**src/common/memStage_settings.svh**
```systemverilog
`ifndef MEM_STAGE_SETTINGS_SVH
`define MEM_STAGE_SETTINGS_SVH

// Data memory window with an exclusive end
`define DM_ADDR_START  32'h0000_0000
`define DM_ADDR_END    32'h0000_3000
`define DM_DEPTH_WORDS 3072

// EPC value out of reset
`define EPC_RESET      32'h0000_3000

// Read-only processor ID
`define CP0_PRID       32'hBAAD_FACE

// CP0 register numbers
`define CP0_ID_SR      5'd12
`define CP0_ID_CAUSE   5'd13
`define CP0_ID_EPC     5'd14
`define CP0_ID_PRID    5'd15

`endif

```
**src/common/memStagePkg.sv**
```systemverilog
`default_nettype none

package memStagePkg;

    // Operation currently held in the memory stage
    typedef enum logic [3:0] {
        OP_NOP,
        OP_LW,
        OP_LH,
        OP_LHU,
        OP_LB,
        OP_LBU,
        OP_SW,
        OP_SH,
        OP_SB,
        OP_MFC0,
        OP_MTC0,
        OP_ERET,
        OP_ALU
    } memOp_e;

    // Matches the Cause[6:2] field
    typedef enum logic [4:0] {
        EXC_NONE = 5'd0,
        EXC_ADEL = 5'd4,
        EXC_ADES = 5'd5,
        EXC_RI   = 5'd10,
        EXC_OV   = 5'd12
    } excCode_e;

    // Interrupts share code zero with the no-exception case
    localparam excCode_e EXC_INT = EXC_NONE;

    // Request to the pipeline controller
    typedef enum logic [1:0] {
        KCTRL_NONE,
        KCTRL_ENTRY,
        KCTRL_ERET
    } kernelCtrl_e;

    // SR as written by MTC0 and as read by the interrupt logic
    typedef union packed {
        logic [31:0] raw;
        struct packed {
            logic [15:0] rsvdHi;
            logic [5:0]  im;
            logic [7:0]  rsvdLo;
            logic        exl;
            logic        ie;
        } f;
    } cp0Status_u;

endpackage

`default_nettype wire

```
**src/memStage/resultLatch.sv**
```systemverilog
`default_nettype none
`timescale 1ns/1ps

module resultLatch (
    input  wire logic                clk,
    input  wire logic                reset,
    input  wire logic                stall,
    input  wire logic                clr,
    input  wire memStagePkg::memOp_e op,
    input  wire logic [31:0]         pc,
    input  wire logic [31:0]         memWord,
    input  wire logic [31:0]         cp0Data,
    input  wire logic [1:0]          offset,
    input  wire logic [4:0]          regWriteAddr,
    input  wire logic [31:0]         regWriteData,
    output memStagePkg::memOp_e      opWb,
    output logic [31:0]              pcWb,
    output logic [31:0]              memWordWb,
    output logic [1:0]               offsetWb,
    output logic [4:0]               regWriteAddrWb,
    output logic [31:0]              regWriteDataWb
);
    import memStagePkg::*;

    logic        isLoad;
    logic [31:0] resultData;

    assign isLoad = (op == OP_LW) || (op == OP_LH) || (op == OP_LHU) ||
                    (op == OP_LB) || (op == OP_LBU);

    // Write-back data source
    assign resultData = (op == OP_MFC0) ? cp0Data :
                        isLoad          ? memWord : regWriteData;

    always_ff @(posedge clk) begin
        if (reset || clr) begin
            opWb           <= OP_NOP;
            pcWb           <= 32'h0;
            memWordWb      <= 32'h0;
            offsetWb       <= 2'b00;
            regWriteAddrWb <= 5'd0;
            regWriteDataWb <= 32'h0;
        end else if (!stall) begin
            opWb           <= op;
            pcWb           <= pc;
            memWordWb      <= memWord;
            offsetWb       <= offset;
            regWriteAddrWb <= regWriteAddr;
            regWriteDataWb <= resultData;
        end
    end

endmodule

`default_nettype wire

```
**config.mk**
```make
export PLATFORM = sky130hd
export DESIGN_NAME = resultLatch
export DESIGN_NICKNAME = d
export VERILOG_FILES = /design/src/common/memStage_settings.svh /design/src/common/memStagePkg.sv /design/src/memStage/resultLatch.sv
export SDC_FILE = /design/constraint.sdc
export NUM_CORES = 1
export LEC_CHECK = 0
export ABC_AREA = 1
export BUFFER_PORTS_ARGS = -buffer_cell sky130_fd_sc_hd__buf_2
export CORE_AREA = 2 2 106 108
export DETAILED_ROUTE_END_ITERATION = 16
export DIE_AREA = 0 0 108 110
export PLACE_DENSITY = 0.79
export REMOVE_ABC_BUFFERS = 1
export SKIP_LAST_GASP = 1
export SYNTH_ARGS = -nofsm -noshare
export SYNTH_HDL_FRONTEND = slang
export SYNTH_SLANG_ARGS = --single-unit
```
**constraint.sdc**
```tcl
create_clock -name clk -period 1.3 [get_ports clk]
set_input_delay 0.325 -clock clk [delete_from_list [all_inputs] [get_ports clk]]
set_output_delay 0.325 -clock clk [all_outputs]
set_load 0.005 [all_outputs]
```
Word level (Yosys, flattened, before mapping). Cells that the tools add are included.

Add/sub/neg operators: 0. $mul: 0. Divide/modulo/power cells: 0. Magnitude comparators: 0. Equality and inequality tests: 6. Shift operators: 0. Muxes and demuxes: 2. Bitwise logic cells: 0. Reductions and logical operators: 5.

Operators with widths (number): 32-bit 2-to-1 mux (2); 4-bit by 2-bit equality test with 1-bit output, second input constant (2); 4-bit by 3-bit equality test with 1-bit output, second input constant (2); 1-bit logical OR (5); 4-bit by 1-bit equality test with 1-bit output, second input constant (1); 4-bit equality test, second input constant (1).

Register bits: 107. Latch bits: 0. Bits in writable memories: 0. ROM bits: 0. Bits of input ports: 143. Word-level logic and storage cells: 19. Memories kept: 0.

Depth between registers and ports, before layout.
Depth after elaboration: 7. Depth in mapped cells: 7. Depth with buffers taken out: 6.

Worst setup path after synthesis. No wires, ideal clock.

Path kind: input to register. From: input port clr. To: register memWordWb[21]. Library setup time: 70 ps. Arrival time: 1070 ps. Data required time: 1230 ps. Path slack: 160 ps. Stages: 5. Buffers on the path: 2. Cell sequence: nor2_1 -> buf_4 -> clkbuf_1 -> o21ai_0 -> a21oi_1.

Longest elaborated chain between the ends: 1.

RTL lines: start, declared (RTL line resultLatch.sv:8) `input wire logic clr,`; 1-bit logical OR (RTL line resultLatch.sv:36) `if (reset || clr) begin`; end signal, assigned (RTL line resultLatch.sv:46) `memWordWb <= memWord;`; end, declared (RTL line resultLatch.sv:18) `output logic [31:0] memWordWb,`.

Every way passes these cells. A chain may end at the register's enable or synchronous reset.

Worst setup path in the final report.
From: register regWriteDataWb[17]. To: output port regWriteDataWb[17].

RTL lines: start, declared (RTL line resultLatch.sv:21) `output logic [31:0] regWriteDataWb`; start signal, assigned (RTL line resultLatch.sv:49) `regWriteDataWb <= resultData;`.

No word-level cell between the ends.

==> flow_summary.ini <==
[clock_network]
cts_resized = 0
clk_latency_ps = 370
post_cts_buffers = 0
ctsHoldBuffers = 0
cts.clk_slew.worst_paths_ps = 100
cts_buffer_depth = 2
cts_root_buf = clkbuf_8
cts_sinks = 107
cts_tree = yes
ctsHtreeMaxLevel = 3
cts_buffers = 9

[routing]
vias_per_cell = 4.90
wl_met1_mm = 6.14
drt-total-wl_mm = 14.7
vias = 5192
route.detailed.drc = 0
top_layer_used = met5
drt_iter0_drc = 356
wl_met2_mm = 7.28
drt_pass1_iterations = 5
antenna_left = 0
wl_per_cell_um = 13.9
route.met3.wl_um = 830

[floorplan]
die_w_um = 108
io_pins = 250
floorplan.rows = 38
initial_core_util_pct = 44.2
dieArea_um2 = 11900
dieHeight_um = 110
core_area_um2 = 10700

[timing]
finalSetupViolCount = 0
rsz0062_at_grt = no
timing.fmax_mhz = 852
finClkSkew_ps = 0
tightestPinTransition_ps = 225
hold_violations = 0
fin_crit_ps = 1170
fin_crit_sh_pct = 90.3
relSlewSlack_pct = 85.0
slew_viol_final = 0

[worst_setup_path]
end_kind = output pin
path_buf_inv = 1
r2r_cells = 2
cpPeakStageDelay_ps = 360
crit_family = flip-flops
arrival_ps = 850
cp-start-kind = flip-flop
slowest_stage = dfxtp_1
crit_path_start = regWriteDataWb[17]$_SDFFE_PP0N_
cp_max_fo = 2
required_ps = 980
r2r-start = memWordWb[14]$_SDFFE_PP0N_
worst-setup-path-type = flip-flop to output pin
path_cells = buf_2
cp.depth = 1

[hold_path]
hold_path.class = input port to flip-flop
hold_start = pc[4]
whs_path_depth = 3

[place]
placed_area_um2 = 6190
dpl.hpwl_mm = 10.6
portBuffers = 249
place.gp.congestion = 0.904

[logic_synthesis]
ys_warn_count = 0
synthCells = 682
synth_largest_area_cell = dfxtp_1
avgSynthCellArea_um2 = 6.93
synth_top_area_share_pct = 45.4
synth_edf_count = 0
ys_types = 17
ys_ff_latch = 107
synth.most_common_cell = nand2_1
synth_area_um2 = 4720
synth-main-ff-cell = dfxtp_1
async_flop_share_pct = 0
synthTopCellsByCount = nand2_1 (150), a21oi_1 (107), dfxtp_1 (107)
synth_seq_area_share_pct = 45.4
synth_area_leaders = dfxtp_1 (45%), nand2_1 (12%), a21oi_1 (11%)

[layout]
finish.utilization_pct = 59.9
design_area_um2 = 6410
layout-drive-gt1-share_pct = 32.1
n_antenna_cell = 0
fin_nets = 1057
area_growth_pct = 35.7

[power_and_ir_drop]
max-vdd-ir-drop_v = 0.000786
p_per_area_nw_per_um2 = 1060
leakage_nw = 3.54

[global_routing]
grt_pass1_vias = 4891
overflow = 0
grt_max_degree = 57
antenna_found_initial = 1
grt_pass1_wl_mm = 23.2
grt_usage_pct = 24.4

[job]
maxCapViolations = 0

[outcome]
status = finished clean
## layout by cell type, fill, tap and decap left out, types with 2 or more instances in the layout
cell type	synthesis	routed
nand2_2	2	2
o21ai_1	9	9
dfxtp_1	107	107
nand3_1	96	96
buf_2	20	249
clkinvlp_4	0	2
buf_4	6	15
inv_6	0	2
nand2_1	150	150
buf_12	0	9
o21ai_0	56	56
a21oi_1	107	107
bufinv_16	0	2
nor2_4	1	2
inv_1	98	98
clkbuf_8	0	9
## per-stage QoR
stage,setup slack (ps),power [mW],hold WS (ps),std cells,setup TNS [ps]
final,127,6.83,192,1059,0
after global routing,67.2,7.17,180,1059,0
after CTS,109,6.90,169,1059,0
after detailed placement,-62.7,4.64,452,1043,-1080
after global placement,-23.4,4.62,449,1043,-214
after floorplan,-2190,4.03,460,630,-154280
## metal layers
metal  up-vias  track usage (%)
met1      2334             30.3
met2       170             41.4
li1       2649                -
met5         -                0
met4         2             10.4
met3        37             4.88
## cell families (layout without fill, tap and decap cells)
kind of cell | after synthesis | after routing | synth area share, %
AOI/OAI and AO/OA | 173 | 173 | 18.4
buffers and inverters | 152 | 389 | 13.6
DFF | 107 | 107 | 45.4
and+or+nand+nor | 250 | 250 | 22.7
## area by class of cell
type	count	area, um2
inverter	100	378
sequential	107	2140
clock inverter	7	97.6
tap	140	175
fill	1059	4290
clock buffer	9	124
multi-input combinational	423	1960
timing repair buffer	273	1540
## worst reg2reg max path: stages, from the launching register on
cell	delay, ps
dfxtp_1	320
o21ai_0	190
a21oi_1	70
## sequential cells by signal, indices dropped and copies added, names as in the netlist
name / cells
pcWb: 32
opWb: 4
offsetWb: 2
regWriteAddrWb: 5
memWordWb: 32
regWriteDataWb: 32
## worst paths after layout
check,endpoint,slack (ps)
worst max-delay path,regWriteDataWb[17],130
worst min-delay path,pcWb[4]$_SDFFE_PP0N_,190
worst max register to register,memWordWb[14]$_SDFFE_PP0N_,610
worst min register to register,offsetWb[0]$_SDFFE_PP0N_,470
## power by group
group / internal, mW / switching [mW]
logic: 0.494 / 0.612
clock network: 1.10 / 1.16
registers: 3.41 / 0.0576
total: 5.00 / 1.83
(Power assumes the default switching activity.)
