--- config.mk ---
export PLATFORM = sky130hd
export DESIGN_NAME = coprocessor0
export DESIGN_NICKNAME = d
export VERILOG_FILES = /design/src/common/memStagePkg.sv /design/src/memStage/coprocessor0.sv
export VERILOG_INCLUDE_DIRS = /design/src /design/src/common
export SDC_FILE = /design/constraint.sdc
export NUM_CORES = 1
export LEC_CHECK = 0
export BUFFER_PORTS_ARGS = -buffer_cell sky130_fd_sc_hd__buf_4
export CORE_MARGIN = 2
export CORE_UTILIZATION = 42
export DETAILED_ROUTE_END_ITERATION = 16
export PLACE_DENSITY = 0.76
export SYNTH_ARGS = -nofsm -noshare
export SYNTH_HDL_FRONTEND = slang
export SYNTH_SLANG_ARGS = --single-unit
--- constraint.sdc ---
create_clock -name clk -period 2.1 [get_ports clk]
set_clock_uncertainty 0.15 [all_clocks]
set_input_delay 0.42 -clock clk [delete_from_list [all_inputs] [get_ports clk]]
set_output_delay 0.42 -clock clk [all_outputs]
set_load 0.03 [all_outputs]
--- src/common/memStage_settings.svh ---
`ifndef MEM_STAGE_SETTINGS_SVH
`define MEM_STAGE_SETTINGS_SVH

// Data memory window with an exclusive end
`define DM_ADDR_START  32'h0000_0000
`define DM_ADDR_END    32'h0000_3000
`define DM_DEPTH_WORDS 3072

// EPC value out of reset
`define EPC_RESET      32'h0000_3000

// Read-only processor ID
`define CP0_PRID       32'hBAAD_FACE

// CP0 register numbers
`define CP0_ID_SR      5'd12
`define CP0_ID_CAUSE   5'd13
`define CP0_ID_EPC     5'd14
`define CP0_ID_PRID    5'd15

`endif

--- src/common/memStagePkg.sv ---
`default_nettype none

package memStagePkg;

    // Operation currently held in the memory stage
    typedef enum logic [3:0] {
        OP_NOP,
        OP_LW,
        OP_LH,
        OP_LHU,
        OP_LB,
        OP_LBU,
        OP_SW,
        OP_SH,
        OP_SB,
        OP_MFC0,
        OP_MTC0,
        OP_ERET,
        OP_ALU
    } memOp_e;

    // Matches the Cause[6:2] field
    typedef enum logic [4:0] {
        EXC_NONE = 5'd0,
        EXC_ADEL = 5'd4,
        EXC_ADES = 5'd5,
        EXC_RI   = 5'd10,
        EXC_OV   = 5'd12
    } excCode_e;

    // Interrupts share code zero with the no-exception case
    localparam excCode_e EXC_INT = EXC_NONE;

    // Request to the pipeline controller
    typedef enum logic [1:0] {
        KCTRL_NONE,
        KCTRL_ENTRY,
        KCTRL_ERET
    } kernelCtrl_e;

    // SR as written by MTC0 and as read by the interrupt logic
    typedef union packed {
        logic [31:0] raw;
        struct packed {
            logic [15:0] rsvdHi;
            logic [5:0]  im;
            logic [7:0]  rsvdLo;
            logic        exl;
            logic        ie;
        } f;
    } cp0Status_u;

endpackage

`default_nettype wire

--- src/memStage/coprocessor0.sv ---
`default_nettype none
`timescale 1ns/1ps
`include "memStage_settings.svh"

module coprocessor0 (
    input  wire logic                  clk,
    input  wire logic                  reset,
    input  wire memStagePkg::memOp_e   op,
    input  wire logic [4:0]            cp0Id,
    input  wire logic [31:0]           wData,
    input  wire logic [31:0]           pc,
    input  wire logic                  bdFlag,
    input  wire logic [5:0]            hwInt,
    input  wire memStagePkg::excCode_e exc,
    output memStagePkg::kernelCtrl_e   kernelCtrl,
    output logic                       isBd,
    output logic [31:2]                epc,
    output logic [31:0]                rData
);
    import memStagePkg::*;

    // IM all set, IE set, EXL clear
    localparam logic [31:0] SrResetValue = 32'h0000_FC01;
    // Only IM, EXL and IE are writable
    localparam logic [31:0] SrWriteMask  = 32'h0000_FC03;

    cp0Status_u  sr;
    logic [5:0]  ip;
    excCode_e    excCode;
    logic        bd;
    logic [31:0] epcReg;
    logic [31:0] causeWord;
    logic        intReq;
    logic        excReq;
    logic        entry;

    assign intReq = (|(hwInt & sr.f.im)) && sr.f.ie && !sr.f.exl;
    assign excReq = (exc != EXC_NONE);
    assign entry  = intReq || excReq;

    assign kernelCtrl = entry ? KCTRL_ENTRY :
                        (op == OP_ERET) ? KCTRL_ERET : KCTRL_NONE;
    assign isBd = entry && bdFlag;
    assign epc  = epcReg[31:2];

    // BD at 31, IP at 15:10, code at 6:2
    assign causeWord = {bd, 15'b0, ip, 3'b000, excCode, 2'b00};

    always_comb begin
        rData = 32'h0;
        if (op == OP_MFC0) begin
            case (cp0Id)
                `CP0_ID_SR:    rData = sr.raw;
                `CP0_ID_CAUSE: rData = causeWord;
                `CP0_ID_EPC:   rData = epcReg;
                `CP0_ID_PRID:  rData = `CP0_PRID;
                default:       rData = 32'h0;
            endcase
        end
    end

    always_ff @(posedge clk) begin
        if (reset) begin
            sr.raw  <= SrResetValue;
            ip      <= 6'b0;
            excCode <= EXC_NONE;
            bd      <= 1'b0;
            epcReg  <= `EPC_RESET;
        end else begin
            // Pending lines are sampled every cycle
            ip <= hwInt;
            if (entry) begin
                sr.f.exl <= 1'b1;
                excCode  <= intReq ? EXC_INT : exc;
                bd       <= bdFlag;
                epcReg   <= (bdFlag ? (pc - 32'd4) : pc) & 32'hFFFF_FFFC;
            end else if (op == OP_ERET) begin
                sr.f.exl <= 1'b0;
                excCode  <= EXC_NONE;
                bd       <= 1'b0;
            end else if (op == OP_MTC0) begin
                if (cp0Id == `CP0_ID_SR) begin
                    sr.raw <= wData & SrWriteMask;
                end else if (cp0Id == `CP0_ID_EPC) begin
                    epcReg <= {wData[31:2], 2'b00};
                end
            end
        end
    end

endmodule

`default_nettype wire

Yosys cells after proc, flatten, opt, wreduce, memory -nomap -nowiden
Cells that the tools add are included.
{"block": "word_totals", "ff_bits": 50, "out_inout_bits": 65}
{"block": "classes", "add_sub_neg": 1, "n_eq_ne": 9, "mux": 19, "n_bitwise": 3, "n_reduce_logical": 15}
{"op": "$mux W32", "n": 7}
{"op": "$pmux W32 S4", "n": 1}
{"op": "$sub A32 B3 Y32 const B", "n": 1}
{"op": "$eq A5 B4 Y1 const B", "n": 4}
{"op": "$mux W5", "n": 3}
{"op": "$eq A4 B4 Y1 const B", "n": 3}
{"op": "$mux W2", "n": 4}
{"op": "$reduce_and A4 Y1", "n": 2}
{"op": "$and A6 B6 Y6", "n": 1}
{"op": "$reduce_bool A2 Y1", "n": 3}
{"op": "$reduce_bool A3 Y1", "n": 2}
{"op": "$reduce_or A6 Y1", "n": 1}
{"op": "$reduce_bool A5 Y1", "n": 1}
{"op": "$mux W1", "n": 4}
{"op": "$ne A2 B2 Y1 const B", "n": 2}
{"op": "$logic_and A1 B1 Y1", "n": 3}
{"op": "$not A1 Y1", "n": 2}
{"op": "$reduce_and A2 Y1", "n": 1}
{"op": "$logic_not A1 Y1", "n": 1}
{"op": "$logic_or A1 B1 Y1", "n": 1}

Longest topological paths before layout
{"block": "depth", "depth_word": 7, "depth_mapped": 8, "depth_no_buf": 7}

Least setup slack after synthesis
Ideal clock, no wire load.
{"block": "synth_path", "path_type": "in2out", "start": "input exc[2]", "end": "output kernelCtrl[1]", "arrival_ps": 1988, "required_time_ps": 1530, "slack_ps": -458, "stages": 5, "path_buffers": 1, "cell_sequence": "or4_1 -> nor3_2 -> inv_4 -> clkbuf_1 -> nor2_1"}
{"block": "synth_between", "elab_chain_len": 3}
{"element": "start, declared", "line": "coprocessor0.sv:14", "rtl": "input wire memStagePkg::excCode_e exc,"}
{"element": "$reduce_bool A5 Y1", "line": "coprocessor0.sv:38", "rtl": "assign excReq = (exc != EXC_NONE);"}
{"element": "$logic_or A1 B1 Y1", "line": "coprocessor0.sv:39", "rtl": "assign entry = intReq || excReq;"}
{"element": "via entry", "line": "coprocessor0.sv:35", "rtl": "logic entry;"}
{"element": "$mux W2", "line": "coprocessor0.sv:41", "rtl": "assign kernelCtrl = entry ? KCTRL_ENTRY :"}
{"element": "end, declared", "line": "coprocessor0.sv:15", "rtl": "output memStagePkg::kernelCtrl_e kernelCtrl,"}
The timed path passes the listed nets, and every way through them passes these cells.

Final worst setup path
{"block": "layout_path", "start": "input exc[3]", "end": "output kernelCtrl[1]"}
{"block": "layout_between", "elab_chain_len": 3}
{"element": "$reduce_bool A5 Y1", "line": "coprocessor0.sv:38"}
{"element": "$logic_or A1 B1 Y1", "line": "coprocessor0.sv:39"}
{"element": "$mux W2", "line": "coprocessor0.sv:41"}
No other way between the ends.

==> results.toml <==
[outcome]
outcome = "finished, violations left"
violations = "setup timing"

[critical_path]
path_max_fanout = 3
required_ns = 1.53
reg2reg_to = "excCode[2]"
r2r_cells = 6
cp-start-kind = "input port"
reg2reg_slack_ns = 0.18
critical_path.endpoint_type = "output port"
crit_type = "in -> out"
critPathArrivalTime_ns = 1.64
r2r_start = "sr[13]"

[timing]
whs_ns = 0.1880
worst_slack_ns = -0.1113
rsz0062_at_grt = "true"
slew_viol_final = 0
worst_pin_slew_ns = 0.3536
min_period_over_period_pct = 105.3
setup_viol_count_final = 19
period_needed_ns = 2.211
fmax_mhz = 452.2
slew_headroom_pct = 76.18
finalHoldViolCount = 0

[die]
die_w_um = 91.13
core_mm2 = 0.007292
die_area_mm2 = 0.008304
rows = 31
fp.dieH_um = 91.13
io_pins = 152
start_util_pct = 43.72

[global_route]
antenna_found_initial = 0
grt_overflow = 0
grt_pass1_wl_mm = 17.06
grt_pass1_vias = 3451
gr-usage-all-layers_pct = 25.30
grt_max_degree = 41

[min_path]
holdPathEnd = "excCode[3]"
worstHoldStart = "exc[3]"
worstHoldPathCells = 2
hold_path.class = "in -> reg"

[synth]
synth_compound_area_share_pct = 16.25
ys.warnings.count = 0
syn-num-nets = 479
synth-seq-area-share_pct = 31.40
yosys.area_share.simple_pct = 27.12
synth_area_mm2 = 0.003188
avgSynthCellArea_um2 = 8.154
synth_xor_area_share_pct = 6.593
ys.flop_type = "dfxtp_1"
synth_edf_count = 0
synth_cell_types = 52
ys_ff_latch = 50
async_flop_share_pct = 0
synth_top_family_by_area = "simple AND/OR/NAND/NOR gates"
syn_inst = 391
synth_fa_ha_area_share_pct = 0.3925
synthMuxAreaShare_pct = 12.68

[layout]
multi_input_area_mm2 = 0.002310
diodes = 0
final_cells = 666
regArea_mm2 = 0.001007
layout-drive-gt1-share_pct = 51.50
fill_cells = 561
layout.nets = 654
final_core_util_pct = 72.48
area_growth_pct = 65.78

[clocking]
clock-root-buffer = "clkbuf_8"
numCtsBuffers = 5
cts_tree = "done"
clk_latency_ns = 0.30
htreeDepth = 2
clockBufferDepth = 2
clk_pin_slew_ns = 0.08
cts_sinks = 50

[power_and_ir_drop]
totalPowerFinal_mw = 2.199
vdd_drop_max_uv = 275.5
p_leak_nw = 2.312
p_per_area_mw_per_mm2 = 416.0

[route]
first_pass_iters = 5
ant_nets = 0
drtIter0Drc = 165
routedWlPerCell_um = 16.36
wirelength_mm = 10.89
vias_per_cell = 5.372
vias = 3578
drc = 0

[job]
maxCapViolations = 0

[place]
dp_slack_ns = -0.2526
placed_cells = 654
portBuffers = 149
gp_congestion = 0.9114
dpl.hpwl_mm = 8.461
## metal layers
| layer | GRT usage, % | routed length, um |
|---|---|---|
| met5 | 0 | 0 |
| met4 | 5.808 | 131 |
| met3 | 2.490 | 472 |
| met2 | 44.26 | 5494 |
| met1 | 33.59 | 4793 |
## worst max-delay path by stage
stage / start / end / slack [ns] / cells past startpoint
2_1_floorplan: exc[2] / kernelCtrl[1] / -0.13 / 5
3_3_place_gp: exc[2] / isBd / -0.25 / 6
3_5_place_dp: exc[2] / isBd / -0.25 / 6
4_1_cts: exc[3] / kernelCtrl[1] / -0.12 / 7
5_1_grt: sr[11] / kernelCtrl[1] / -0.15 / 7
6_report: exc[3] / kernelCtrl[1] / -0.11 / 7
## critical path, cell delays in order
cell,delay [ns]
buf_6,0.09
or4_4,0.55
nor3_4,0.18
inv_4,0.07
buf_12,0.12
nor2_4,0.07
buf_6,0.14
## state kept, by name (all words and copies together) (netlist names)
signal,flops
bd,1
excCode,5
ip,6
sr,8
epcReg,30
## metrics by stage
stage | area, um2 | setup TNS [ns]
6_report | 5285 | -0.5509
5_1_grt | 5285 | -1.977
4_1_cts | 5219 | -0.4021
3_5_place_dp | 4902 | -5.550
3_3_place_gp | 4902 | -4.845
2_1_floorplan | 3432 | -0.4721
## Yosys cell counts, types with 5 or more instances
library cell	number	area [um2]
nor2_1	63	236.5
dfxtp_1	50	1001
mux2_2	27	304.0
a21oi_1	26	130.1
clkbuf_1	21	78.83
o21ai_0	20	100.1
nand2_1	17	63.81
xor2_1	15	131.4
a211oi_1	12	90.09
nand4_1	12	75.07
nor2b_1	11	68.82
nor3_1	11	55.05
mux2i_1	10	100.1
and3_1	9	56.30
xnor2_1	9	78.83
a22o_1	6	52.55
a22oi_1	5	37.54
inv_1	5	18.77
o22ai_1	5	31.28
## placed cells by master (no fill, tap or decap), drive strengths merged, types with 6 or more instances in the layout
cell type  count
a21oi         26
nor2b         11
buf          198
a211oi        12
a22o           6
clkbuf         7
nand4         12
and3          10
dfxtp         50
nor2          65
xor2          15
mux2i         10
inv            6
nand2         17
o21ai         21
nor3          12
mux2          27
xnor2          9
## kinds of logic after synthesis
family | count (synthesis)
AND/OR/NAND/NOR | 159
AO/OA/AOI/OAI | 84
flip-flops | 50
multiplexers | 37
buffers and inverters | 36
XOR/XNOR | 24
adder cells (fa/ha/maj) | 1
## repair_timing
action	4_1_cts	5_1_grt
pin swaps	5	10
gates cloned	1	0
buffers inserted	3	0
endpoints found under the setup margin	31	35
resized for setup	47	17
hold buffers	0	0
## power by group
group | internal, mW | switching [mW] | total [mW]
Clock | 0.266 | 0.299 | 0.566
Combinational | 0.292 | 0.305 | 0.596
Sequential | 0.996 | 0.0411 | 1.04
## cell type report
class	count	area share, %
sequential	50	19.06
tap	99	2.344
timing repair buffer	198	32.69
clock inverter	1	0.09470
inverter	6	0.4735
clock buffer	7	1.634
multi-input combinational	305	43.70
No activity file was read; power rests on OpenSTA's default activity.
