--- config.mk ---
export PLATFORM = sky130hd
export DESIGN_NAME = accessPrep_flat
export DESIGN_NICKNAME = d
export VERILOG_FILES = /design/src/common/memStagePkg.sv /design/src/common/memBusIf.sv /design/src/memStage/accessPrep.sv /design/src/flat_wrapper.sv
export VERILOG_INCLUDE_DIRS = /design/src /design/src/common
export SDC_FILE = /design/constraint.sdc
export NUM_CORES = 1
export LEC_CHECK = 0
export ABC_AREA = 0
export BUFFER_PORTS_ARGS = -buffer_cell sky130_fd_sc_hd__buf_2
export CORE_AREA = 2 2 70 72
export DETAILED_ROUTE_END_ITERATION = 7
export DIE_AREA = 0 0 72 74
export GPL_TIMING_DRIVEN = 0
export PLACE_DENSITY = 0.71
export SLEW_MARGIN = 40
export SYNTH_ARGS = -nofsm -noshare
export SYNTH_HDL_FRONTEND = slang
export SYNTH_SLANG_ARGS = --single-unit
--- constraint.sdc ---
create_clock -name vclk -period 3.5
set_input_delay 0.175 -clock vclk [all_inputs]
set_output_delay 0.175 -clock vclk [all_outputs]
set_load 0.01 [all_outputs]
--- src/common/memStage_settings.svh ---
`ifndef MEM_STAGE_SETTINGS_SVH
`define MEM_STAGE_SETTINGS_SVH

// Data memory window with an exclusive end
`define DM_ADDR_START  32'h0000_0000
`define DM_ADDR_END    32'h0000_3000
`define DM_DEPTH_WORDS 3072

// EPC value out of reset
`define EPC_RESET      32'h0000_3000

// Read-only processor ID
`define CP0_PRID       32'hBAAD_FACE

// CP0 register numbers
`define CP0_ID_SR      5'd12
`define CP0_ID_CAUSE   5'd13
`define CP0_ID_EPC     5'd14
`define CP0_ID_PRID    5'd15

`endif

--- src/common/memStagePkg.sv ---
`default_nettype none

package memStagePkg;

    // Operation currently held in the memory stage
    typedef enum logic [3:0] {
        OP_NOP,
        OP_LW,
        OP_LH,
        OP_LHU,
        OP_LB,
        OP_LBU,
        OP_SW,
        OP_SH,
        OP_SB,
        OP_MFC0,
        OP_MTC0,
        OP_ERET,
        OP_ALU
    } memOp_e;

    // Matches the Cause[6:2] field
    typedef enum logic [4:0] {
        EXC_NONE = 5'd0,
        EXC_ADEL = 5'd4,
        EXC_ADES = 5'd5,
        EXC_RI   = 5'd10,
        EXC_OV   = 5'd12
    } excCode_e;

    // Interrupts share code zero with the no-exception case
    localparam excCode_e EXC_INT = EXC_NONE;

    // Request to the pipeline controller
    typedef enum logic [1:0] {
        KCTRL_NONE,
        KCTRL_ENTRY,
        KCTRL_ERET
    } kernelCtrl_e;

    // SR as written by MTC0 and as read by the interrupt logic
    typedef union packed {
        logic [31:0] raw;
        struct packed {
            logic [15:0] rsvdHi;
            logic [5:0]  im;
            logic [7:0]  rsvdLo;
            logic        exl;
            logic        ie;
        } f;
    } cp0Status_u;

endpackage

`default_nettype wire

--- src/common/memBusIf.sv ---
`default_nettype none
`timescale 1ns/1ps

interface memBusIf;

    logic [31:2] addr;
    logic [3:0]  byteEn;
    logic [31:0] wData;
    logic [31:0] rData;

    // Store preparation side
    modport master (
        output addr,
        output byteEn,
        output wData,
        input  rData
    );

    // Memory array side
    modport slave (
        input  addr,
        input  byteEn,
        input  wData,
        output rData
    );

endinterface

`default_nettype wire

--- src/memStage/accessPrep.sv ---
`default_nettype none
`timescale 1ns/1ps
`include "memStage_settings.svh"

module accessPrep (
    input  wire memStagePkg::memOp_e   op,
    input  wire logic [31:0]           addr,
    input  wire logic [31:0]           storeData,
    input  wire memStagePkg::excCode_e excIn,
    input  wire logic                  memDisable,
    output logic [1:0]                 offset,
    output memStagePkg::excCode_e      excOut,
    memBusIf.master                    mem
);
    import memStagePkg::*;

    logic       isLoad;
    logic       isStore;
    logic       inWindow;
    logic       misaligned;
    excCode_e   excLocal;
    logic [3:0] laneMask;
    logic [31:0] laneData;

    assign mem.addr = addr[31:2];
    assign offset   = addr[1:0];

    assign isLoad  = (op == OP_LW) || (op == OP_LH) || (op == OP_LHU) ||
                     (op == OP_LB) || (op == OP_LBU);
    assign isStore = (op == OP_SW) || (op == OP_SH) || (op == OP_SB);

    assign inWindow = (addr >= `DM_ADDR_START) && (addr < `DM_ADDR_END);

    // Word accesses need both low bits clear, halfwords only bit 0
    always_comb begin
        misaligned = 1'b0;
        case (op)
            OP_LW, OP_SW:         misaligned = (addr[1:0] != 2'b00);
            OP_LH, OP_LHU, OP_SH: misaligned = addr[0];
            default:              misaligned = 1'b0;
        endcase
    end

    always_comb begin
        excLocal = EXC_NONE;
        if (isLoad && (misaligned || !inWindow)) begin
            excLocal = EXC_ADEL;
        end else if (isStore && (misaligned || !inWindow)) begin
            excLocal = EXC_ADES;
        end
    end

    // Earlier stage exception has priority
    assign excOut = (excIn != EXC_NONE) ? excIn : excLocal;

    // Lane steering for sub-word stores
    always_comb begin
        laneMask = 4'b0000;
        laneData = storeData;
        case (op)
            OP_SW: begin
                laneMask = 4'b1111;
            end
            OP_SH: begin
                laneMask = 4'b0011 << {offset[1], 1'b0};
                laneData = storeData << {offset[1], 4'b0000};
            end
            OP_SB: begin
                laneMask = 4'b0001 << offset;
                laneData = storeData << {offset, 3'b000};
            end
            default: begin
                laneMask = 4'b0000;
            end
        endcase
    end

    assign mem.wData  = laneData;
    assign mem.byteEn = (memDisable || (excOut != EXC_NONE)) ? 4'b0000 : laneMask;

endmodule

`default_nettype wire

--- src/flat_wrapper.sv ---
// flat-port wrapper written by rule: the top's interface ports become plain ports
module accessPrep_flat import memStagePkg::*;
  (op, addr, storeData, excIn, memDisable, offset, excOut, mem_addr, mem_byteEn, mem_wData, mem_rData);
  memBusIf mem_i ();
  input  wire memStagePkg::memOp_e op;
  input  wire logic [31:0] addr;
  input  wire logic [31:0] storeData;
  input  wire memStagePkg::excCode_e excIn;
  input  wire logic memDisable;
  output logic [1:0] offset;
  output memStagePkg::excCode_e excOut;
  output wire logic [$bits(mem_i.addr)-1:0] mem_addr;
  output wire logic [$bits(mem_i.byteEn)-1:0] mem_byteEn;
  output wire logic [$bits(mem_i.wData)-1:0] mem_wData;
  input wire logic [$bits(mem_i.rData)-1:0] mem_rData;
  assign mem_addr = mem_i.addr;
  assign mem_byteEn = mem_i.byteEn;
  assign mem_wData = mem_i.wData;
  assign mem_i.rData = mem_rData;
  accessPrep u_core (.op(op), .addr(addr), .storeData(storeData), .excIn(excIn), .memDisable(memDisable), .offset(offset), .excOut(excOut), .mem(mem_i));
endmodule
* Yosys cells after proc, flatten, opt, wreduce, memory -nomap -nowiden *
Index checks and enable logic that the tools add are counted.

cells by class
  magnitude comparators = 2
  equality and inequality tests = 8
  shift-type cells = 4
  multiplexer cells = 7
  reductions and logical operators = 17

operators by type and width
  kind                  number
  $pmux 32 s2           1
  $shl 32x5->32         2
  $ge 32x1->1 const B   1
  $lt 32x14->1 const B  1
  $eq 4x3->1 const B    4
  $pmux 4 s3            1
  $mux 5                2
  $reduce_bool 5->1     2
  $eq 4x2->1 const B    2
  $logic_or 1x1->1      8
  $eq 4x1->1 const B    1
  $eq 4x4->1 const B    1
  $mux 4                1
  $shl 1x2->4 const A   1
  $shl 2x2->4 const A   1
  $logic_and 1x1->1     3
  $mux 3                1
  $reduce_or 3->1       1
  $pmux 1 s2            1
  $reduce_bool 2->1     1
  $reduce_or 2->1       1
  $logic_not 1->1       1

word-level totals
  bits in registers = 0
  bits of input ports = 106
  output and inout bits = 73
  logic and storage cells = 38

* Logic depth before layout (Yosys ltp) *
Gate-level depths: netlist of run 1.

  depth in word-level cells = 11
  depth in mapped cells = 6
  mapped depth without buffers = 4

* Worst setup path before layout of run 1 *
Ideal clock, no wire load.

  kind = input to output
  start = input excIn[1]
  end = output mem_byteEn[2]
  data arrival time = 1533 ps
  required time = 3325 ps
  slack = 1792 ps
  stages = 3
  path buffers = 0
  cells stage by stage = or4_4 > or4_4 > a211oi_1

between the ends
  word-level cells in the longest chain between the ends = 5

ends and longest elaborated chain
  item                   RTL line            text
  start, declared        flat_wrapper.sv:8   input wire memStagePkg::excCode_e excIn;
  $reduce_bool 5->1      accessPrep.sv:54    assign excOut = (excIn != EXC_NONE) ? excIn : excLocal;
  $mux 5 (*)             accessPrep.sv:54
  $reduce_bool 5->1 (*)  accessPrep.sv:79    assign mem.byteEn = (memDisable || (excOut != EXC_NONE)) ? 4'b0000 : laneMask;
  $logic_or 1x1->1 (*)   accessPrep.sv:79
  $mux 4 (*)             accessPrep.sv:79
  end, declared          flat_wrapper.sv:13  output wire logic [$bits(mem_i.byteEn)-1:0] mem_byteEn;

Mark *: on every way between the ends. The rest lies on a longest branch, timed or not.

* Worst setup path after layout of run 1 *
  start = input op[2]
  end = output mem_wData[16]

between the ends
  word-level cells in the longest chain between the ends = 2
  elaborated cells on any way between the ends = 3
  classes of those cells = eq/ne: 2; mux: 1

ends and longest elaborated chain
  item                                      RTL line            text
  start, declared                           flat_wrapper.sv:5   input wire memStagePkg::memOp_e op;
  $eq 4x4->1 or $eq 4x3->1 (tied branches)  accessPrep.sv:60    case (op)
  $pmux 32 s2 (*)                           accessPrep.sv:60
  end, declared                             flat_wrapper.sv:14  output wire logic [$bits(mem_i.wData)-1:0] mem_wData;

Marked as above.

==> results of run 1 <==
## power by group through the flow
stage	Sequential (µW)	Combinational [µW]	Clock, µW
floorplan	0	118	0
global placement	0	225	0
detailed placement	0	227	0
CTS	0	228	0
global route	0	248	0
finish	0	227	0
## routing by layer
metal  vias up  global-route usage, %
met5         -                      0
met4         0                   2.31
met3         4                   2.30
met2       131                   32.4
met1       755                   17.7
li1        866                      -
## worst max-delay path, stage by stage
cell and delay, ns:
buf_2 0.15, or4b_4 0.59, o22ai_4 0.29, buf_6 0.20, o22ai_1 0.09, a21oi_1 0.14
buf_2 0.16
## layout make-up
cell class | instances | area, µm² | share of cell area [%]
multi-input combinational | 119 | 790 | 42.7
buffer | 45 | 308 | 16.6
timing repair buffer | 136 | 681 | 36.8
tap | 54 | 67.6 | 3.65
inverter | 1 | 3.75 | 0.203
## placed cells by master, fill, tap and decap left out, drive strengths merged, types with 2 or more instances in the layout
cell type  synthesis  layout
nor4               4       4
clkbuf             7       7
or4                2       2
o21ai             18      18
a211oi             5       5
mux2i              8       8
nand2             10      10
nand3b             4       4
o32ai              7       7
nor3               3       3
buf               38     174
nor2               6       6
a21oi             19      19
o22ai              9       9
and2               8       8
## metrics by stage
step | hold slack (ns) | worst slack (ns) | cells
after floorplan | 0.442 | 1.79 | 165
after global placement | 0.535 | 1.53 | 355
after detailed placement | 0.535 | 1.51 | 355
after CTS | 0.536 | 1.50 | 355
after global routing | 0.539 | 1.41 | 355
final | 0.535 | 1.53 | 355
## worst paths after layout
check             slack (ns)  depth (start not counted)             to  startpoint
setup / recovery        1.53                          7  mem_wData[16]       op[2]
hold / removal          0.53                          2    mem_addr[9]    addr[11]
## logic make-up after synthesis
logic type	after synthesis	synth area share, %
compound gates	63	36.5
xor+xnor	1	0.796
buf+inv	46	28.3
mux	8	7.27
simple gates	47	27.2
==> results by group, run 1 <==
Yosys
  • Post-Syn Area: 1100 µm²
  • Ys Warns: 0
  • Syn Nets: 271
  • Top-count cell post-synth: buf_4
  • Synth top area share: 23.2%
  • Main area contributors after synthesis: buf_4 23%, a21oi_1 8.2%, o21ai_0 8.2%
  • Area leader, netlist: buf_4
  • Synth Instances: 165
  • Most frequent cells after synthesis: 34 x buf_4, 18 x a21oi_1, 18 x o21ai_0, 10 x nand2_1
  • Avg Synthesized Cell Area: 6.67 µm²
  • Count of cell types in the netlist: 36
  • Sequential share of the synthesized area: 0%

Drt
  • Routed WL: 4780 µm
  • DR pass1 iterations: 4
  • Metal2 WL: 2400 µm
  • Drt via density: 4.95
  • Top Layer Used: met4
  • Wire per inst: 13.5 µm
  • Remaining DRCs: 0
  • Met3 routed WL: 591 µm
  • Initial drt markers: 28
  • Antenna Nets Post-Route: 0
  • Routed vias: 1756
  • Post-Route M1 WL: 1760 µm

STA
  • Fmax: 507 MHz
  • Slew HR: 66.2%
  • Final setup violation count: 0
  • Post-route setup TNS: 0 ns
  • Final-report max-slew violation count: 0
  • Unrepaired setup endpoints after global routing: false
  • Worst-Margin Slew: 0.507 ns
  • Fin. Hold Viols: 0
  • Post-layout minimum cycle time: 1.97 ns
  • Period utilization: 56.4%

Cells and area
  • Layout cell share with drive strength beyond 1: 61.1%
  • FFs & Latches: 0
  • CLK BUF: 0
  • Area growth, synth to finish: 68.0%
  • Ant diodes: 0
  • Filler Cells Inserted: 484
  • Sequential cell area: 0 µm²
  • Final design utilization: 40.2%
  • Nets: 409
  • Final Cell Area: 1850 µm²

Power and ir drop
  • Logic pwr share: 100.0%
  • Sw Pwr: 114 µW
  • Clock power share: 0%
  • Design Power: 227 µW
  • Sw Share: 50.5%
  • Pwr dens: 123 nW/µm²
  • Sequential share of power: 0%
  • Leak pwr: 0.00101 µW
  • Power Internal: 112 µW
  • Maximum VDD drop: 0.0509 mV

Run status
  • Status: completed

Die
  • Die height: 74 µm
  • Initial Util: 23.9%
  • DIE WIDTH: 72 µm
  • DIE AREA: 5330 µm²
  • Rows: 25
  • Placeable Area: 4600 µm²
  • Number of I/O pins: 179

GRT
  • Global Route Usage Sum: 15.9%
  • Initial antenna violation count: 0
  • Gr ovfl total: 0
  • Global-route wire length before repair: 7040 µm
  • Vias in the first global route: 1602
  • Pin count of the biggest net entering global routing: 11

Place
  • Post-detail-place hpwl: 4040 µm
  • Number of port buffers: 136
  • Placed cell areas: 1850 µm²
  • Routability-driven placement congestion ratio: 0.766

Critical path
  • Req. time, crit path: 3.32 ns
  • Setup CP Type: in2out
  • Critical path peak fanout: 10
  • Crit start category: input port
  • Crit end category: primary output
  • Critical Path AT: 1.80 ns

Run
  • Max-Cap Viols: 0

Clock tree
  • Hold-fix buffers, CTS: 0
  • Post-CTS sizing: 0
  • Postcts setup bufs: 0

Min path
  • Hold/Removal Path Class: in2out
Power figures use the tool's default switching activity.
==> inputs of run 2 (changes only) <==
--- a/config.mk
+++ b/config.mk
@@ -6,13 +6,13 @@
 export SDC_FILE = /design/constraint.sdc
 export NUM_CORES = 1
 export LEC_CHECK = 0
-export ABC_AREA = 0
+export ABC_AREA = 1
 export BUFFER_PORTS_ARGS = -buffer_cell sky130_fd_sc_hd__buf_2
-export CORE_AREA = 2 2 70 72
+export CORE_MARGIN = 1.5
+export CORE_UTILIZATION = 28
 export DETAILED_ROUTE_END_ITERATION = 7
-export DIE_AREA = 0 0 72 74
 export GPL_TIMING_DRIVEN = 0
-export PLACE_DENSITY = 0.71
+export PLACE_DENSITY = 0.8
 export SLEW_MARGIN = 40
 export SYNTH_ARGS = -nofsm -noshare
 export SYNTH_HDL_FRONTEND = slang
==> constraint.sdc (replaced) <==
create_clock -name vclk -period 1.59
set_input_delay 0.0795 -clock vclk [all_inputs]
set_output_delay 0.0795 -clock vclk [all_outputs]
set_load 0.01 [all_outputs]
==> run 2 against run 1 <==
Global-route usage grew 2.0 points. Non-clock buffer count grew 1. Combinational power grew 130%. Total power grew 130%. Final cell count grew 18%. Sequential share of layout area is the same. Die area shrank 10%. Hold slack lost 0.19 ns. Clock-buffer cell count is the same. Critical path depth grew 2. Highest routed layer is now met3.
==> results by group, run 2 <==
Critical path
  • Crit start category: input port
  • Crit-path slowest cell: clkbuf_2
  • Setup CP Type: in2out
  • Worst-path cell chain: buf_2, nor2_2, nand2_4, nor2_8, clkbuf_2, o21ai_0, o21ai_0, a22oi_1, buf_2
  • CP Launch Point: op[1]
  • Crit path largest cell delay: 0.24 ns (-0.35 ns)
  • Critical Path AT: 1.34 ns (-0.46 ns)
  • WP depth: 9 (+2)
  • Critical path peak fanout: 10 (unchanged)
  • Crit end category: primary output
  • Delay-heaviest family, CP: buffers and inverters
  • CP Buf/Inv Count: 3 (unchanged)
  • Req. time, crit path: 1.51 ns (-1.81 ns)

Place
  • Number of port buffers: 137 (+0.74%)
  • Routability-driven placement congestion ratio: 0.851 (+11%)
  • Worst slack, placed: 0.179 ns (-1.33 ns)
  • Post-detail-place hpwl: 3910 µm (-3.2%)

Power and ir drop
  • Maximum VDD drop: 0.123 mV (+140%)
  • Leak pwr: 0.00117 µW (+16%)
  • Pwr dens: 259 nW/µm² (+110%)

STA
  • Hold Slack: 0.341 ns (-0.193 ns)
  • Final-report max-slew violation count: 0 (unchanged)
  • Fmax: 707 MHz
  • Unrepaired setup endpoints after global routing: false
  • Period utilization: 89.0%
  • Final setup margin: 0.175 ns (-1.35 ns)
  • Final setup violation count: 0 (unchanged)
  • Slew HR: 69.0% (+2.8 points)
  • Post-layout minimum cycle time: 1.41 ns
  • Post-route setup TNS: 0 ns (unchanged)
  • Worst-Margin Slew: 0.465 ns (-0.0417 ns)
  • Fin. Hold Viols: 0 (unchanged)

Die
  • Rows: 23 (-8.0%)
  • Number of I/O pins: 179 (unchanged)
  • DIE AREA: 4770 µm² (-10%)
  • Placeable Area: 4090 µm² (-11%)
  • DIE WIDTH: 69.1 µm (-4.1%)
  • Die height: 69.1 µm (-6.7%)
  • Initial Util: 29.9% (+6.0 points)

Drt
  • Wire per inst: 11.0 µm (-18%)
  • DR pass1 iterations: 4 (unchanged)
  • Remaining DRCs: 0 (unchanged)
  • Routed vias: 1955 (+11%)
  • Routed WL: 4620 µm (-3.3%)
  • Drt via density: 4.65 (-5.9%)
  • Antenna Nets Post-Route: 0 (unchanged)
  • Initial drt markers: 97 (+250%)

Yosys
  • Count of cell types in the netlist: 29 (-19%)
  • Top-count cell post-synth: nor2_1
  • Main area contributors after synthesis: buf_4 20%, o21ai_0 13%, nor2_1 12%
  • Ys Warns: 0 (unchanged)
  • Avg Synthesized Cell Area: 5.25 µm² (-21%)
  • Synth Instances: 233 (+41%)
  • Most frequent cells after synthesis: 40 x nor2_1, 33 x buf_4, 32 x nand2_1, 31 x o21ai_0, 24 x inv_1
  • Post-Syn Area: 1220 µm² (+11%)
  • Synth top area share: 20.3% (-2.9 points)
  • Syn Nets: 339 (+25%)
  • Area leader, netlist: buf_4
  • Sequential share of the synthesized area: 0% (unchanged)

GRT
  • Global Route Usage Sum: 17.9% (+2.0 points)
  • Vias in the first global route: 1826 (+14%)
  • Global-route wire length before repair: 7550 µm (+7.2%)
  • Gr ovfl total: 0 (unchanged)
  • Pin count of the biggest net entering global routing: 11 (unchanged)
  • Initial antenna violation count: 0 (unchanged)

Cells and area
  • Sequential cell area: 0 µm² (unchanged)
  • Ant diodes: 0 (unchanged)
  • FFs & Latches: 0 (unchanged)
  • Layout cell share with drive strength beyond 1: 52.4% (-8.7 points)
  • Nets: 478 (+17%)
  • CLK BUF: 0 (unchanged)
  • Most common cell after layout, fill and taps aside: buf_2
  • Leading cell types in the layout, fill and taps excluded: 140 x buf_2, 40 x nor2_1, 33 x buf_4
  • Area growth, synth to finish: 61.2%

Run status
  • Status: completed

Clock tree
  • Postcts setup bufs: 0 (unchanged)
  • Hold-fix buffers, CTS: 0 (unchanged)
  • Post-CTS sizing: 0 (unchanged)

Run
  • Max-Cap Viols: 0 (unchanged)

Min path
  • Hold/Removal Path Class: in2out
  • Hold Crit Start: addr[5]
  • Hold Crit Depth: 2 (unchanged)
-- run 2: cell types whose count changed after synthesis, sizes merged, moves of 4 or more --
cell,change
inv,+25
nand2,+24
nor2,+38
nand3b,-4
mux2i,-8
nor4,-4
nand3,+13
and2,-7
a211oi,-5
o21ai,+18
o32ai,-7
-- run 2: kinds of logic after synthesis --
family | Yosys count | share of synthesized area (%)
buffers and inverters | 72 | 34.5
and+or+nand+nor | 97 | 35.7
AOI/OAI and AO/OA | 64 | 29.8
-- run 2: routing by layer --
layer  GRT usage (%)  vias to the layer above  part of all wire (%)
met2            38.1                       92                    53
met1            19.4                      857                    39
met4           0.654                        0                     0
met3            1.61                        0                   7.6
met5               0                        -                     0
li1                -                     1006                     -
-- run 2: through the flow --
stage | cells | total power (µW) | instance area [µm²] | util (%)
global placement | 420 | 503 | 1970 | 48.2
floorplan | 233 | 281 | 1220 | -
detailed placement | 420 | 511 | 1970 | 48.2
finish | 420 | 511 | 1970 | 48.2
CTS | 420 | 513 | 1970 | 48.2
global route | 420 | 563 | 1970 | 48.2
-- run 2: final timing paths --
kind	slack [ns]	endpoint
max	0.18	mem_wData[23]
min	0.34	mem_addr[3]
-- run 2: report_power, final --
part / internal (µW) / total [µW] / switching, µW
clock network: 0 / 0 / 0
logic: 244 / 511 / 267
registers: 0 / 0 / 0
total: 244 / 511 / 267
-- run 2: area by class of cell --
cell class / instances / area (µm²)
inverters: 27 / 101
plain buffers: 45 / 320
fillers: 444 / 2120
well taps: 50 / 62.6
repair buffers: 137 / 686
multi-input cells: 161 / 801
